File: src/csr_config.svh
`ifndef CSR_CONFIG_SVH
`define CSR_CONFIG_SVH

// widths
`define CSR_W        32
`define CSR_NUM_W    16
`define CSR_TIMER_W  32

// csr numbers
`define CSR_CRMD     16'h0000
`define CSR_PRMD     16'h0001
`define CSR_ECFG     16'h0004
`define CSR_ESTAT    16'h0005
`define CSR_ERA      16'h0006
`define CSR_BADV     16'h0007
`define CSR_EENTRY   16'h000c
`define CSR_SAVE0    16'h0030
`define CSR_SAVE1    16'h0031
`define CSR_SAVE2    16'h0032
`define CSR_SAVE3    16'h0033
`define CSR_TID      16'h0040
`define CSR_TCFG     16'h0041
`define CSR_TVAL     16'h0042
`define CSR_TICLR    16'h0044

// pipeline op codes
`define OP_NONE      3'd0
`define OP_CSRRD     3'd1
`define OP_CSRWR     3'd2
`define OP_CSRXCHG   3'd3
`define OP_ERTN      3'd4
`define OP_EXCP      3'd5

// exception codes
`define EC_INT       6'h00
`define EC_ADE       6'h08
`define EC_ALE       6'h09
`define EC_SYS       6'h0b
`define EC_BRK       6'h0c
`define EC_INE       6'h0d

`define EC_ADEM      9'd1      // ade subcode for data access
`define CRMD_RESET   9'h008    // da set, plv0, ie off
`define TI_BIT       11        // timer irq in estat / ecfg

`endif

File: src/csr_pkg.sv
`default_nettype none

`include "csr_config.svh"

package csr_pkg;

    // exception report, valid in the top bit
    typedef struct packed {
        logic       valid;
        logic [8:0] esubcode;
        logic [5:0] ecode;
    } csr_excp_t;

    // argument word from the pipeline
    typedef union packed {
        logic [`CSR_NUM_W-1:0] num;    // csr instructions
        csr_excp_t             excp;   // exception reports
    } csr_arg_t;

endpackage

`default_nettype wire

File: src/csr_timer.sv
`timescale 1ns/1ps
`default_nettype none

`include "csr_config.svh"

module csr_timer (
    input  wire                     clk,
    input  wire                     rstn,
    input  wire [`CSR_TIMER_W-1:0]  tcfg,
    input  wire                     tcfg_wr,
    input  wire                     ti_clear,
    output logic [`CSR_TIMER_W-1:0] tval,
    output logic                    ti_flag
);

    logic                    en;
    logic                    periodic;
    logic [`CSR_TIMER_W-1:0] init_val;

    assign en       = tcfg[0];
    assign periodic = tcfg[1];
    assign init_val = {tcfg[`CSR_TIMER_W-1:2], 2'b00};

    always_ff @(posedge clk)
    begin
        if (!rstn)
        begin
            tval    <= '0;
            ti_flag <= 1'b0;
        end
        else
        begin
            if (ti_clear)
                ti_flag <= 1'b0;
            else if (en && !tcfg_wr && tval == '0)
                ti_flag <= 1'b1;

            if (tcfg_wr && en)
                tval <= init_val;    // fresh config
            else if (en)
            begin
                if (tval == '0)
                    tval <= periodic ? init_val : '1;
                else if (tval != '1)
                    tval <= tval - 1'b1;
            end
        end
    end

    // flag only fires from a running timer
    a_flag_needs_enable: assert property (@(posedge clk) disable iff (!rstn)
        $rose(ti_flag) |-> $past(tcfg[0]));

endmodule

`default_nettype wire

File: src/csr_issue.sv
`timescale 1ns/1ps
`default_nettype none

`include "csr_config.svh"

module csr_issue (
    input  wire                     clk,
    input  wire                     rstn,
    input  wire                     stall,
    input  wire                     flush,
    input  wire                     op_valid,
    input  wire [2:0]               op,
    input  wire csr_pkg::csr_arg_t  arg,
    input  wire [`CSR_W-1:0]        pc,
    input  wire [`CSR_W-1:0]        wdata,
    input  wire [`CSR_W-1:0]        wmask,
    input  wire [`CSR_W-1:0]        badv_in,
    input  wire [`CSR_W-1:0]        rd_data,
    input  wire                     int_req,
    input  wire [`CSR_W-1:0]        eentry,
    input  wire [`CSR_W-1:0]        era,
    output logic [`CSR_NUM_W-1:0]   rd_num,
    output logic [`CSR_W-1:0]       rdata,
    output logic                    redirect_valid,
    output logic [`CSR_W-1:0]       redirect_pc,
    output logic                    commit_valid,
    output logic [2:0]              commit_op,
    output csr_pkg::csr_arg_t       commit_arg,
    output logic [`CSR_W-1:0]       commit_pc,
    output logic [`CSR_W-1:0]       commit_wdata,
    output logic [`CSR_W-1:0]       commit_badv
);

    logic              accept;
    logic [2:0]        d_op;
    csr_pkg::csr_arg_t d_arg;
    logic [`CSR_W-1:0] d_badv;
    logic [`CSR_W-1:0] d_target;
    logic [`CSR_W-1:0] mask;
    logic [`CSR_W-1:0] merged;
    logic              addr_fault;

    assign rd_num = arg.num;    // old value for rd / xchg

    // ale and ade on data access take the reported address
    assign addr_fault = (arg.excp.ecode == `EC_ALE) ||
                        (arg.excp.ecode == `EC_ADE && arg.excp.esubcode == `EC_ADEM);

    always_comb
    begin
        d_op   = op;
        d_arg  = arg;
        d_badv = pc;                 // fetch faults report the pc
        mask   = '1;
        accept = op_valid && !stall && !flush && (op != `OP_NONE);
        if (int_req)
        begin
            // interrupt wins, even under stall
            d_op                = `OP_EXCP;
            d_arg.excp.valid    = 1'b1;
            d_arg.excp.esubcode = '0;
            d_arg.excp.ecode    = `EC_INT;
            accept              = !flush;
        end
        else if (op == `OP_EXCP)
        begin
            if (addr_fault)
                d_badv = badv_in;
        end
        else if (op == `OP_CSRXCHG)
            mask = wmask;
    end

    assign merged = (rd_data & ~mask) | (wdata & mask);

    always_comb
    begin
        case (d_op)
            `OP_EXCP: d_target = eentry;
            `OP_ERTN: d_target = era;
            default:  d_target = pc + 32'd4;    // refetch after csr write
        endcase
    end

    always_ff @(posedge clk)
    begin
        if (!rstn)
        begin
            commit_valid   <= 1'b0;
            redirect_valid <= 1'b0;
        end
        else
        begin
            commit_valid   <= accept;    // one pulse per op
            redirect_valid <= accept && (d_op != `OP_CSRRD);
        end
    end

    // stage payload, held while nothing is accepted
    always_ff @(posedge clk)
    begin
        if (accept)
        begin
            commit_op    <= d_op;
            commit_arg   <= d_arg;
            commit_pc    <= pc;
            commit_wdata <= merged;
            commit_badv  <= d_badv;
            rdata        <= rd_data;
            redirect_pc  <= d_target;
        end
    end

    // the pipeline never flushes an op while it commits
    a_commit_not_flushed: assert property (@(posedge clk) disable iff (!rstn)
        !(commit_valid && flush));

endmodule

`default_nettype wire

File: src/csr_regfile.sv
`timescale 1ns/1ps
`default_nettype none

`include "csr_config.svh"

module csr_regfile (
    input  wire                     clk,
    input  wire                     rstn,
    input  wire [`CSR_NUM_W-1:0]    rd_num,
    input  wire                     commit_valid,
    input  wire [2:0]               commit_op,
    input  wire csr_pkg::csr_arg_t  commit_arg,
    input  wire [`CSR_W-1:0]        commit_pc,
    input  wire [`CSR_W-1:0]        commit_wdata,
    input  wire [`CSR_W-1:0]        commit_badv,
    input  wire [7:0]               hw_int,
    input  wire [`CSR_TIMER_W-1:0]  tval,
    input  wire                     ti_flag,
    output logic [`CSR_W-1:0]       rd_data,
    output logic                    int_req,
    output logic [`CSR_W-1:0]       eentry,
    output logic [`CSR_W-1:0]       era,
    output logic [8:0]              crmd,
    output logic [`CSR_TIMER_W-1:0] tcfg,
    output logic                    tcfg_wr,
    output logic                    ti_clear,
    output logic                    excp_flush,
    output logic                    ertn_flush
);

    logic [2:0]                  prmd_r, n_prmd;
    logic [12:0]                 ecfg_r, n_ecfg;
    logic [1:0]                  is_r, n_is;       // software irq bits
    logic [5:0]                  ecode_r, n_ecode;
    logic [8:0]                  esubcode_r, n_esubcode;
    logic [`CSR_W-1:0]           era_r, n_era;
    logic [`CSR_W-1:0]           badv_r, n_badv;
    logic [`CSR_W-1:6]           eentry_r, n_eentry;
    logic [3:0][`CSR_W-1:0]      save_r, n_save;
    logic [`CSR_W-1:0]           tid_r, n_tid;
    logic [8:0]                  n_crmd;
    logic [`CSR_TIMER_W-1:0]     n_tcfg;
    logic                        csr_wr;
    logic                        excp_commit;
    logic                        ertn_commit;
    logic [12:0]                 pend;

    assign csr_wr      = commit_valid && (commit_op == `OP_CSRWR || commit_op == `OP_CSRXCHG);
    assign excp_commit = commit_valid && commit_op == `OP_EXCP;
    assign ertn_commit = commit_valid && commit_op == `OP_ERTN;
    assign ti_clear    = csr_wr && commit_arg.num == `CSR_TICLR && commit_wdata[0];

    // next state, also what the read port sees
    always_comb
    begin
        n_crmd     = crmd;
        n_prmd     = prmd_r;
        n_ecfg     = ecfg_r;
        n_is       = is_r;
        n_ecode    = ecode_r;
        n_esubcode = esubcode_r;
        n_era      = era_r;
        n_badv     = badv_r;
        n_eentry   = eentry_r;
        n_save     = save_r;
        n_tid      = tid_r;
        n_tcfg     = tcfg;
        if (excp_commit)
        begin
            n_prmd      = crmd[2:0];
            n_crmd[2:0] = 3'b000;    // plv0, ie off
            n_era       = commit_pc;
            n_ecode     = commit_arg.excp.ecode;
            n_esubcode  = commit_arg.excp.esubcode;
            if (commit_arg.excp.ecode == `EC_ADE || commit_arg.excp.ecode == `EC_ALE)
                n_badv = commit_badv;
        end
        else if (ertn_commit)
            n_crmd[2:0] = prmd_r;
        else if (csr_wr)
        begin
            case (commit_arg.num)
                `CSR_CRMD:   n_crmd = commit_wdata[8:0];
                `CSR_PRMD:   n_prmd = commit_wdata[2:0];
                `CSR_ECFG:   n_ecfg = {commit_wdata[12:11], 1'b0, commit_wdata[9:0]};
                `CSR_ESTAT:  n_is = commit_wdata[1:0];
                `CSR_ERA:    n_era = commit_wdata;
                `CSR_BADV:   n_badv = commit_wdata;
                `CSR_EENTRY: n_eentry = commit_wdata[`CSR_W-1:6];
                `CSR_SAVE0, `CSR_SAVE1, `CSR_SAVE2, `CSR_SAVE3:
                    n_save[commit_arg.num[1:0]] = commit_wdata;
                `CSR_TID:    n_tid = commit_wdata;
                `CSR_TCFG:   n_tcfg = commit_wdata[`CSR_TIMER_W-1:0];
                default: ;   // tval, ticlr and unknown csrs hold nothing
            endcase
        end
    end

    always_comb
    begin
        pend          = '0;
        pend[`TI_BIT] = ti_flag && !ti_clear;
        pend[9:2]     = hw_int;
        pend[1:0]     = n_is;
    end

    assign int_req = (|(pend & n_ecfg)) && n_crmd[2];
    assign eentry  = {n_eentry, 6'b0};
    assign era     = n_era;

    always_comb
    begin
        case (rd_num)
            `CSR_CRMD:   rd_data = {23'b0, n_crmd};
            `CSR_PRMD:   rd_data = {29'b0, n_prmd};
            `CSR_ECFG:   rd_data = {19'b0, n_ecfg};
            `CSR_ESTAT:  rd_data = {1'b0, n_esubcode, n_ecode, 3'b0, pend};
            `CSR_ERA:    rd_data = n_era;
            `CSR_BADV:   rd_data = n_badv;
            `CSR_EENTRY: rd_data = {n_eentry, 6'b0};
            `CSR_SAVE0, `CSR_SAVE1, `CSR_SAVE2, `CSR_SAVE3:
                rd_data = n_save[rd_num[1:0]];
            `CSR_TID:    rd_data = n_tid;
            `CSR_TCFG:   rd_data = n_tcfg;
            `CSR_TVAL:   rd_data = tval;
            default:     rd_data = '0;    // ticlr reads zero too
        endcase
    end

    always_ff @(posedge clk)
    begin
        if (!rstn)
        begin
            crmd       <= `CRMD_RESET;
            prmd_r     <= '0;
            ecfg_r     <= '0;
            is_r       <= '0;
            ecode_r    <= '0;
            esubcode_r <= '0;
            era_r      <= '0;
            badv_r     <= '0;
            eentry_r   <= '0;
            save_r     <= '0;
            tid_r      <= '0;
            tcfg       <= '0;
            tcfg_wr    <= 1'b0;
            excp_flush <= 1'b0;
            ertn_flush <= 1'b0;
        end
        else
        begin
            crmd       <= n_crmd;
            prmd_r     <= n_prmd;
            ecfg_r     <= n_ecfg;
            is_r       <= n_is;
            ecode_r    <= n_ecode;
            esubcode_r <= n_esubcode;
            era_r      <= n_era;
            badv_r     <= n_badv;
            eentry_r   <= n_eentry;
            save_r     <= n_save;
            tid_r      <= n_tid;
            tcfg       <= n_tcfg;
            tcfg_wr    <= csr_wr && commit_arg.num == `CSR_TCFG;    // timer reloads next cycle
            excp_flush <= excp_commit;
            ertn_flush <= ertn_commit;
        end
    end

    // one redirect kind per committed op
    a_flush_exclusive: assert property (@(posedge clk) disable iff (!rstn)
        !(excp_flush && ertn_flush));

endmodule

`default_nettype wire

File: src/csr_unit.sv
`timescale 1ns/1ps
`default_nettype none

`include "csr_config.svh"

module csr_unit (
    input  wire                     clk,
    input  wire                     rstn,
    input  wire                     stall,
    input  wire                     flush,
    input  wire                     op_valid,
    input  wire [2:0]               op,
    input  wire csr_pkg::csr_arg_t  arg,
    input  wire [`CSR_W-1:0]        pc,
    input  wire [`CSR_W-1:0]        wdata,
    input  wire [`CSR_W-1:0]        wmask,
    input  wire [`CSR_W-1:0]        badv_in,
    input  wire [7:0]               hw_int,
    output logic [`CSR_W-1:0]       rdata,
    output logic                    redirect_valid,
    output logic [`CSR_W-1:0]       redirect_pc,
    output logic                    excp_flush,
    output logic                    ertn_flush,
    output logic [8:0]              crmd
);

    logic [`CSR_NUM_W-1:0]   rd_num;
    logic [`CSR_W-1:0]       rd_data;
    logic                    int_req;
    logic [`CSR_W-1:0]       eentry;
    logic [`CSR_W-1:0]       era;
    logic                    commit_valid;
    logic [2:0]              commit_op;
    csr_pkg::csr_arg_t       commit_arg;
    logic [`CSR_W-1:0]       commit_pc;
    logic [`CSR_W-1:0]       commit_wdata;
    logic [`CSR_W-1:0]       commit_badv;
    logic [`CSR_TIMER_W-1:0] tcfg;
    logic                    tcfg_wr;
    logic                    ti_clear;
    logic [`CSR_TIMER_W-1:0] tval;
    logic                    ti_flag;

    csr_issue u_issue (
        .clk            (clk),
        .rstn           (rstn),
        .stall          (stall),
        .flush          (flush),
        .op_valid       (op_valid),
        .op             (op),
        .arg            (arg),
        .pc             (pc),
        .wdata          (wdata),
        .wmask          (wmask),
        .badv_in        (badv_in),
        .rd_data        (rd_data),
        .int_req        (int_req),
        .eentry         (eentry),
        .era            (era),
        .rd_num         (rd_num),
        .rdata          (rdata),
        .redirect_valid (redirect_valid),
        .redirect_pc    (redirect_pc),
        .commit_valid   (commit_valid),
        .commit_op      (commit_op),
        .commit_arg     (commit_arg),
        .commit_pc      (commit_pc),
        .commit_wdata   (commit_wdata),
        .commit_badv    (commit_badv)
    );

    csr_regfile u_regfile (
        .clk          (clk),
        .rstn         (rstn),
        .rd_num       (rd_num),
        .commit_valid (commit_valid),
        .commit_op    (commit_op),
        .commit_arg   (commit_arg),
        .commit_pc    (commit_pc),
        .commit_wdata (commit_wdata),
        .commit_badv  (commit_badv),
        .hw_int       (hw_int),
        .tval         (tval),
        .ti_flag      (ti_flag),
        .rd_data      (rd_data),
        .int_req      (int_req),
        .eentry       (eentry),
        .era          (era),
        .crmd         (crmd),
        .tcfg         (tcfg),
        .tcfg_wr      (tcfg_wr),
        .ti_clear     (ti_clear),
        .excp_flush   (excp_flush),
        .ertn_flush   (ertn_flush)
    );

    csr_timer u_timer (
        .clk      (clk),
        .rstn     (rstn),
        .tcfg     (tcfg),
        .tcfg_wr  (tcfg_wr),
        .ti_clear (ti_clear),
        .tval     (tval),
        .ti_flag  (ti_flag)
    );

endmodule

`default_nettype wire

File: config.mk
export PLATFORM = sky130hd
export DESIGN_NAME = csr_unit
export DESIGN_NICKNAME = d
export VERILOG_FILES = /design/src/csr_pkg.sv /design/src/csr_timer.sv /design/src/csr_issue.sv /design/src/csr_regfile.sv /design/src/csr_unit.sv
export VERILOG_INCLUDE_DIRS = /design/src
export SDC_FILE = /design/constraint.sdc
export NUM_CORES = 1
export LEC_CHECK = 0
export BUFFER_PORTS_ARGS = -buffer_cell sky130_fd_sc_hd__buf_2
export CORE_MARGIN = 2
export CORE_UTILIZATION = 46
export CTS_CLUSTER_DIAMETER = 50
export DETAILED_ROUTE_END_ITERATION = 8
export PLACE_DENSITY = 0.62
export SYNTH_ARGS = -nofsm -noshare
export SYNTH_HDL_FRONTEND = slang
export SYNTH_HIERARCHICAL = 1
export SYNTH_SLANG_ARGS = --single-unit
File: constraint.sdc
create_clock -name clk -period 17.95 [get_ports clk]
set_input_delay 1.795 -clock clk [delete_from_list [all_inputs] [get_ports clk]]
set_output_delay 1.795 -clock clk [all_outputs]
set_load 0.02 [all_outputs]
==> impl_metrics.py <==
metrics = {
    "status": {
        "status": "completed",
    },
    "power": {
        "p_per_area_mw_per_mm2": 96.2,
        "pwr-share-seq": 0.455,
        "p_int_mw": 2.17,
        "p_leak_nw": 10.8,
        "ir_drop_mv": 0.0640,
        "pwr-share-clk": 0.504,
        "p_sw_frac": 0.234,
        "combPwrFrac": 0.041,
        "p_switching_mw": 0.666,
    },
    "logic_synthesis": {
        "synth_top_area_frac": 0.282,
        "ys_warn_count": 6,
        "netlist_area_mm2": 0.0257,
        "yosys.area.top_type": "dfxtp_1",
        "synthArstFlopShare": 0,
        "syn_avg_cell_area_um2": 9.48,
        "ys_seq_area_frac": 0.491,
        "synthTopCellsByCount": "dfxtp_1 (362), nand2_1 (327), nor2_1 (310)",
        "synthCells": 2711,
        "synth-edff-count": 179,
        "ys_types": 92,
        "synthTopCellsByArea": "dfxtp_1 (28%), edfxtp_1 (21%), mux2i_1 (5.6%), a21oi_1 (5.1%), nand2_1 (4.8%)",
        "yosys_most_used_dff": "dfxtp_1",
        "yosysMostFrequentCell": "dfxtp_1",
        "yosys_register_bits": 541,
    },
    "setup_path": {
        "cp-startpoint": "u_issue/commit_arg[13]$_SDFFCE_PP0P_",
        "cp_common_cell": "buf_4",
        "cp.arrival_ns": 6.39,
        "cp.required_ns": 18.19,
        "path_cells": "nor4_1, nand3_1, nor2_1, mux2i_1, a21oi_1, o31a_1, buf_4, nor2_1, inv_1, nor3_1, nor3_2, buf_4, buf_4",
        "rr_worst_depth": 13,
        "path_depth": 13,
        "path_buf_inv": 4,
        "endpoint": "u_issue/commit_pc[18]$_DFFE_PP_",
        "cpPeakStageDelay_ns": 1.04,
        "r2r-end": "u_issue/commit_pc[18]$_DFFE_PP_",
        "startpoint_type": "register",
        "reg2reg_slack_ns": 11.80,
        "slowest_stage": "nor2_1",
        "cp-end-kind": "register",
        "r2r_start": "u_issue/commit_arg[13]$_SDFFCE_PP0P_",
        "crit_family": "simple AND/OR/NAND/NOR gates",
        "worstSetupPathType": "reg -> reg",
        "path_max_fanout": 77,
    },
    "sta": {
        "fin_crit_sh": 0.343,
        "tightestPinTransition_ns": 1.23,
        "final-setup-viol-count": 0,
        "final-hold-violation-count": 0,
        "period_minus_slack_ns": 6.15,
        "finClkSkew_ns": 0.0226,
        "worst_slack_ns": 11.80,
        "fmax_mhz": 163,
        "maxSlewHeadroom": 0.179,
        "rsz0062_at_grt": "false",
        "hold_slack_ns": 0.449,
        "slew_viol_final": 0,
        "timing.setup.tns_ns": 0,
    },
    "floorplan": {
        "io_pins": 236,
        "start_util": 0.466,
        "die_w_um": 240,
        "die_y_um": 240,
        "die-area_mm2": 0.0578,
        "rows": 86,
        "core_mm2": 0.0552,
    },
    "grt": {
        "grt_max_degree": 119,
        "grt_pass1_vias": 21400,
        "met2_usage": 0.480,
        "overflow": 0,
        "grt_pass1_wl_mm": 141,
        "use_met1": 0.467,
        "grt.total_usage": 0.330,
        "busiest_layer": "met2",
        "antenna_found_initial": 5,
        "grtUsageMet3": 0.0763,
    },
    "clock_network": {
        "ctsResizeCount": 0,
        "clock-root-buffer": "clkbuf_16",
        "htree_levels": 3,
        "clk_latency_ns": 0.62,
        "cts_tree": "done",
        "clock_sink_count": 541,
        "cts.path.max_buffers": 3,
        "cts_hold_buf": 0,
        "cts_inserted_buffers": 69,
        "post_cts_buffers": 0,
        "path_clk_slew_ns": 0.06,
    },
    "layout": {
        "final_core_util": 0.535,
        "final_nets": 2988,
        "area_delta_synth_final_pct": 14.8,
        "final_area_mm2": 0.0295,
        "drive_gt1_frac": 0.188,
    },
    "min_path": {
        "hold_class": "reg -> reg",
        "hold_depth": 2,
    },
    "routing": {
        "drt-vias-per-instance": 6.28,
        "vias": 22800,
        "dr.pass1.iters": 8,
        "drt_iter0_markers": 3039,
        "wl_per_cell_um": 26.6,
        "antenna_left": 0,
        "drcViolationCount": 0,
        "wl_mm": 96.5,
    },
    "placement": {
        "placed_area_mm2": 0.0271,
        "gp_congestion": 0.940,
        "dp_slack_ns": 12.13,
        "portBuffers": 235,
        "hpwl_mm": 65.0,
    },
    "job": {
        "drv_cap": 0,
    },
}
## power groups by stage
stage | Sequential (mW) | Combinational (mW) | Clock, mW
after floorplan | 1.32 | 0.0604 | 0
after global placement | 1.32 | 0.113 | 0
after detailed placement | 1.32 | 0.114 | 0
after CTS | 1.29 | 0.115 | 1.45
after global routing | 1.29 | 0.123 | 1.50
final | 1.29 | 0.116 | 1.43
## cells by family after synthesis
group | Yosys count | share of synthesized area
compound gates | 676 | 0.174
mux | 222 | 0.0902
simple gates | 935 | 0.175
flops | 541 | 0.491
fa+ha+maj | 4 | 0.00195
other cells | 1 | 0.000146
buf+inv | 282 | 0.0501
xor+xnor | 50 | 0.0170
## placed cells by master (no fill, tap or decap), types with 9 or more instances in the layout
| cell | instances |
|---|---|
| and2_1 | 61 |
| nor3_1 | 28 |
| o21ai_0 | 70 |
| dfxtp_1 | 362 |
| buf_4 | 43 |
| clkbuf_16 | 71 |
| and3_1 | 17 |
| clkbuf_1 | 13 |
| a21oi_1 | 264 |
| o22ai_1 | 69 |
| nand3_1 | 26 |
| nand4_1 | 20 |
| a221oi_1 | 17 |
| nand2_1 | 326 |
| a2111o_1 | 15 |
| nor4_1 | 15 |
| mux2i_1 | 144 |
| nor2b_1 | 25 |
| nor2_1 | 305 |
| mux2_2 | 77 |
| or2_2 | 10 |
| a22o_1 | 18 |
| inv_1 | 40 |
| or4_1 | 9 |
| a211oi_1 | 13 |
| a222oi_1 | 10 |
| o221ai_1 | 55 |
| a22oi_1 | 53 |
| o32ai_1 | 11 |
| xnor2_1 | 22 |
| edfxtp_1 | 179 |
| xor2_1 | 28 |
| or3_1 | 9 |
| buf_2 | 235 |
## sequential cells by signal (all words and copies together), names as in the netlist, 9 cells and up
register	flops
u_issue/commit_arg	16
u_issue/commit_badv	32
u_issue/commit_pc	32
u_issue/commit_wdata	32
u_issue/rdata	32
u_issue/redirect_pc	32
u_regfile/badv_r	32
u_regfile/crmd	9
u_regfile/ecfg_r	13
u_regfile/eentry_r	26
u_regfile/era_r	32
u_regfile/esubcode_r	9
u_regfile/save_r	128
u_regfile/tcfg	32
u_regfile/tid_r	32
u_timer/tval	32
## stage by stage
| stage | total power [mW] | instances |
|---|---|---|
| final | 2.84 | 3630 |
| after detailed placement | 1.43 | 3501 |
| after CTS | 2.85 | 3629 |
| after global placement | 1.43 | 3501 |
| after global routing | 2.92 | 3629 |
| after floorplan | 1.38 | 2716 |
## final cells by class
| type | count | area (µm²) |
|---|---|---|
| diodes | 1 | 2.50 |
| fillers | 5028 | 25700 |
| well taps | 748 | 936 |
| repair buffers | 278 | 1500 |
| inverters | 41 | 161 |
| clock buffers | 88 | 1880 |
| clock inverters | 40 | 493 |
| multi-input cells | 1893 | 11900 |
| flip-flops and latches | 541 | 12600 |
## per-layer routing
| layer | wire length [µm] | part of all wire |
|---|---|---|
| met5 | 0 | 0 |
| met4 | 3780 | 0.039 |
| met3 | 9770 | 0.10 |
| met2 | 41400 | 0.43 |
| met1 | 41500 | 0.43 |
## worst min path at each step
stage	from	to	slack, ns
after floorplan	u_regfile/save_r[107]$_SDFF_PN0_	u_regfile/save_r[107]$_SDFF_PN0_	0.43
after global placement	u_regfile/save_r[78]$_SDFF_PN0_	u_regfile/save_r[78]$_SDFF_PN0_	0.43
after detailed placement	u_regfile/save_r[107]$_SDFF_PN0_	u_regfile/save_r[107]$_SDFF_PN0_	0.44
after CTS	u_regfile/save_r[107]$_SDFF_PN0_	u_regfile/save_r[107]$_SDFF_PN0_	0.45
after global routing	u_regfile/save_r[109]$_SDFF_PN0_	u_regfile/save_r[109]$_SDFF_PN0_	0.46
final	u_regfile/save_r[107]$_SDFF_PN0_	u_regfile/save_r[107]$_SDFF_PN0_	0.45
## tightest hold or removal path, delay by kind of cell (launching register included)
family	cells	cell delay, ns
flip-flops	1	0.30
AND/OR/NAND/NOR	1	0.05
AO/OA/AOI/OAI	1	0.05
(Power assumes the default switching activity.)
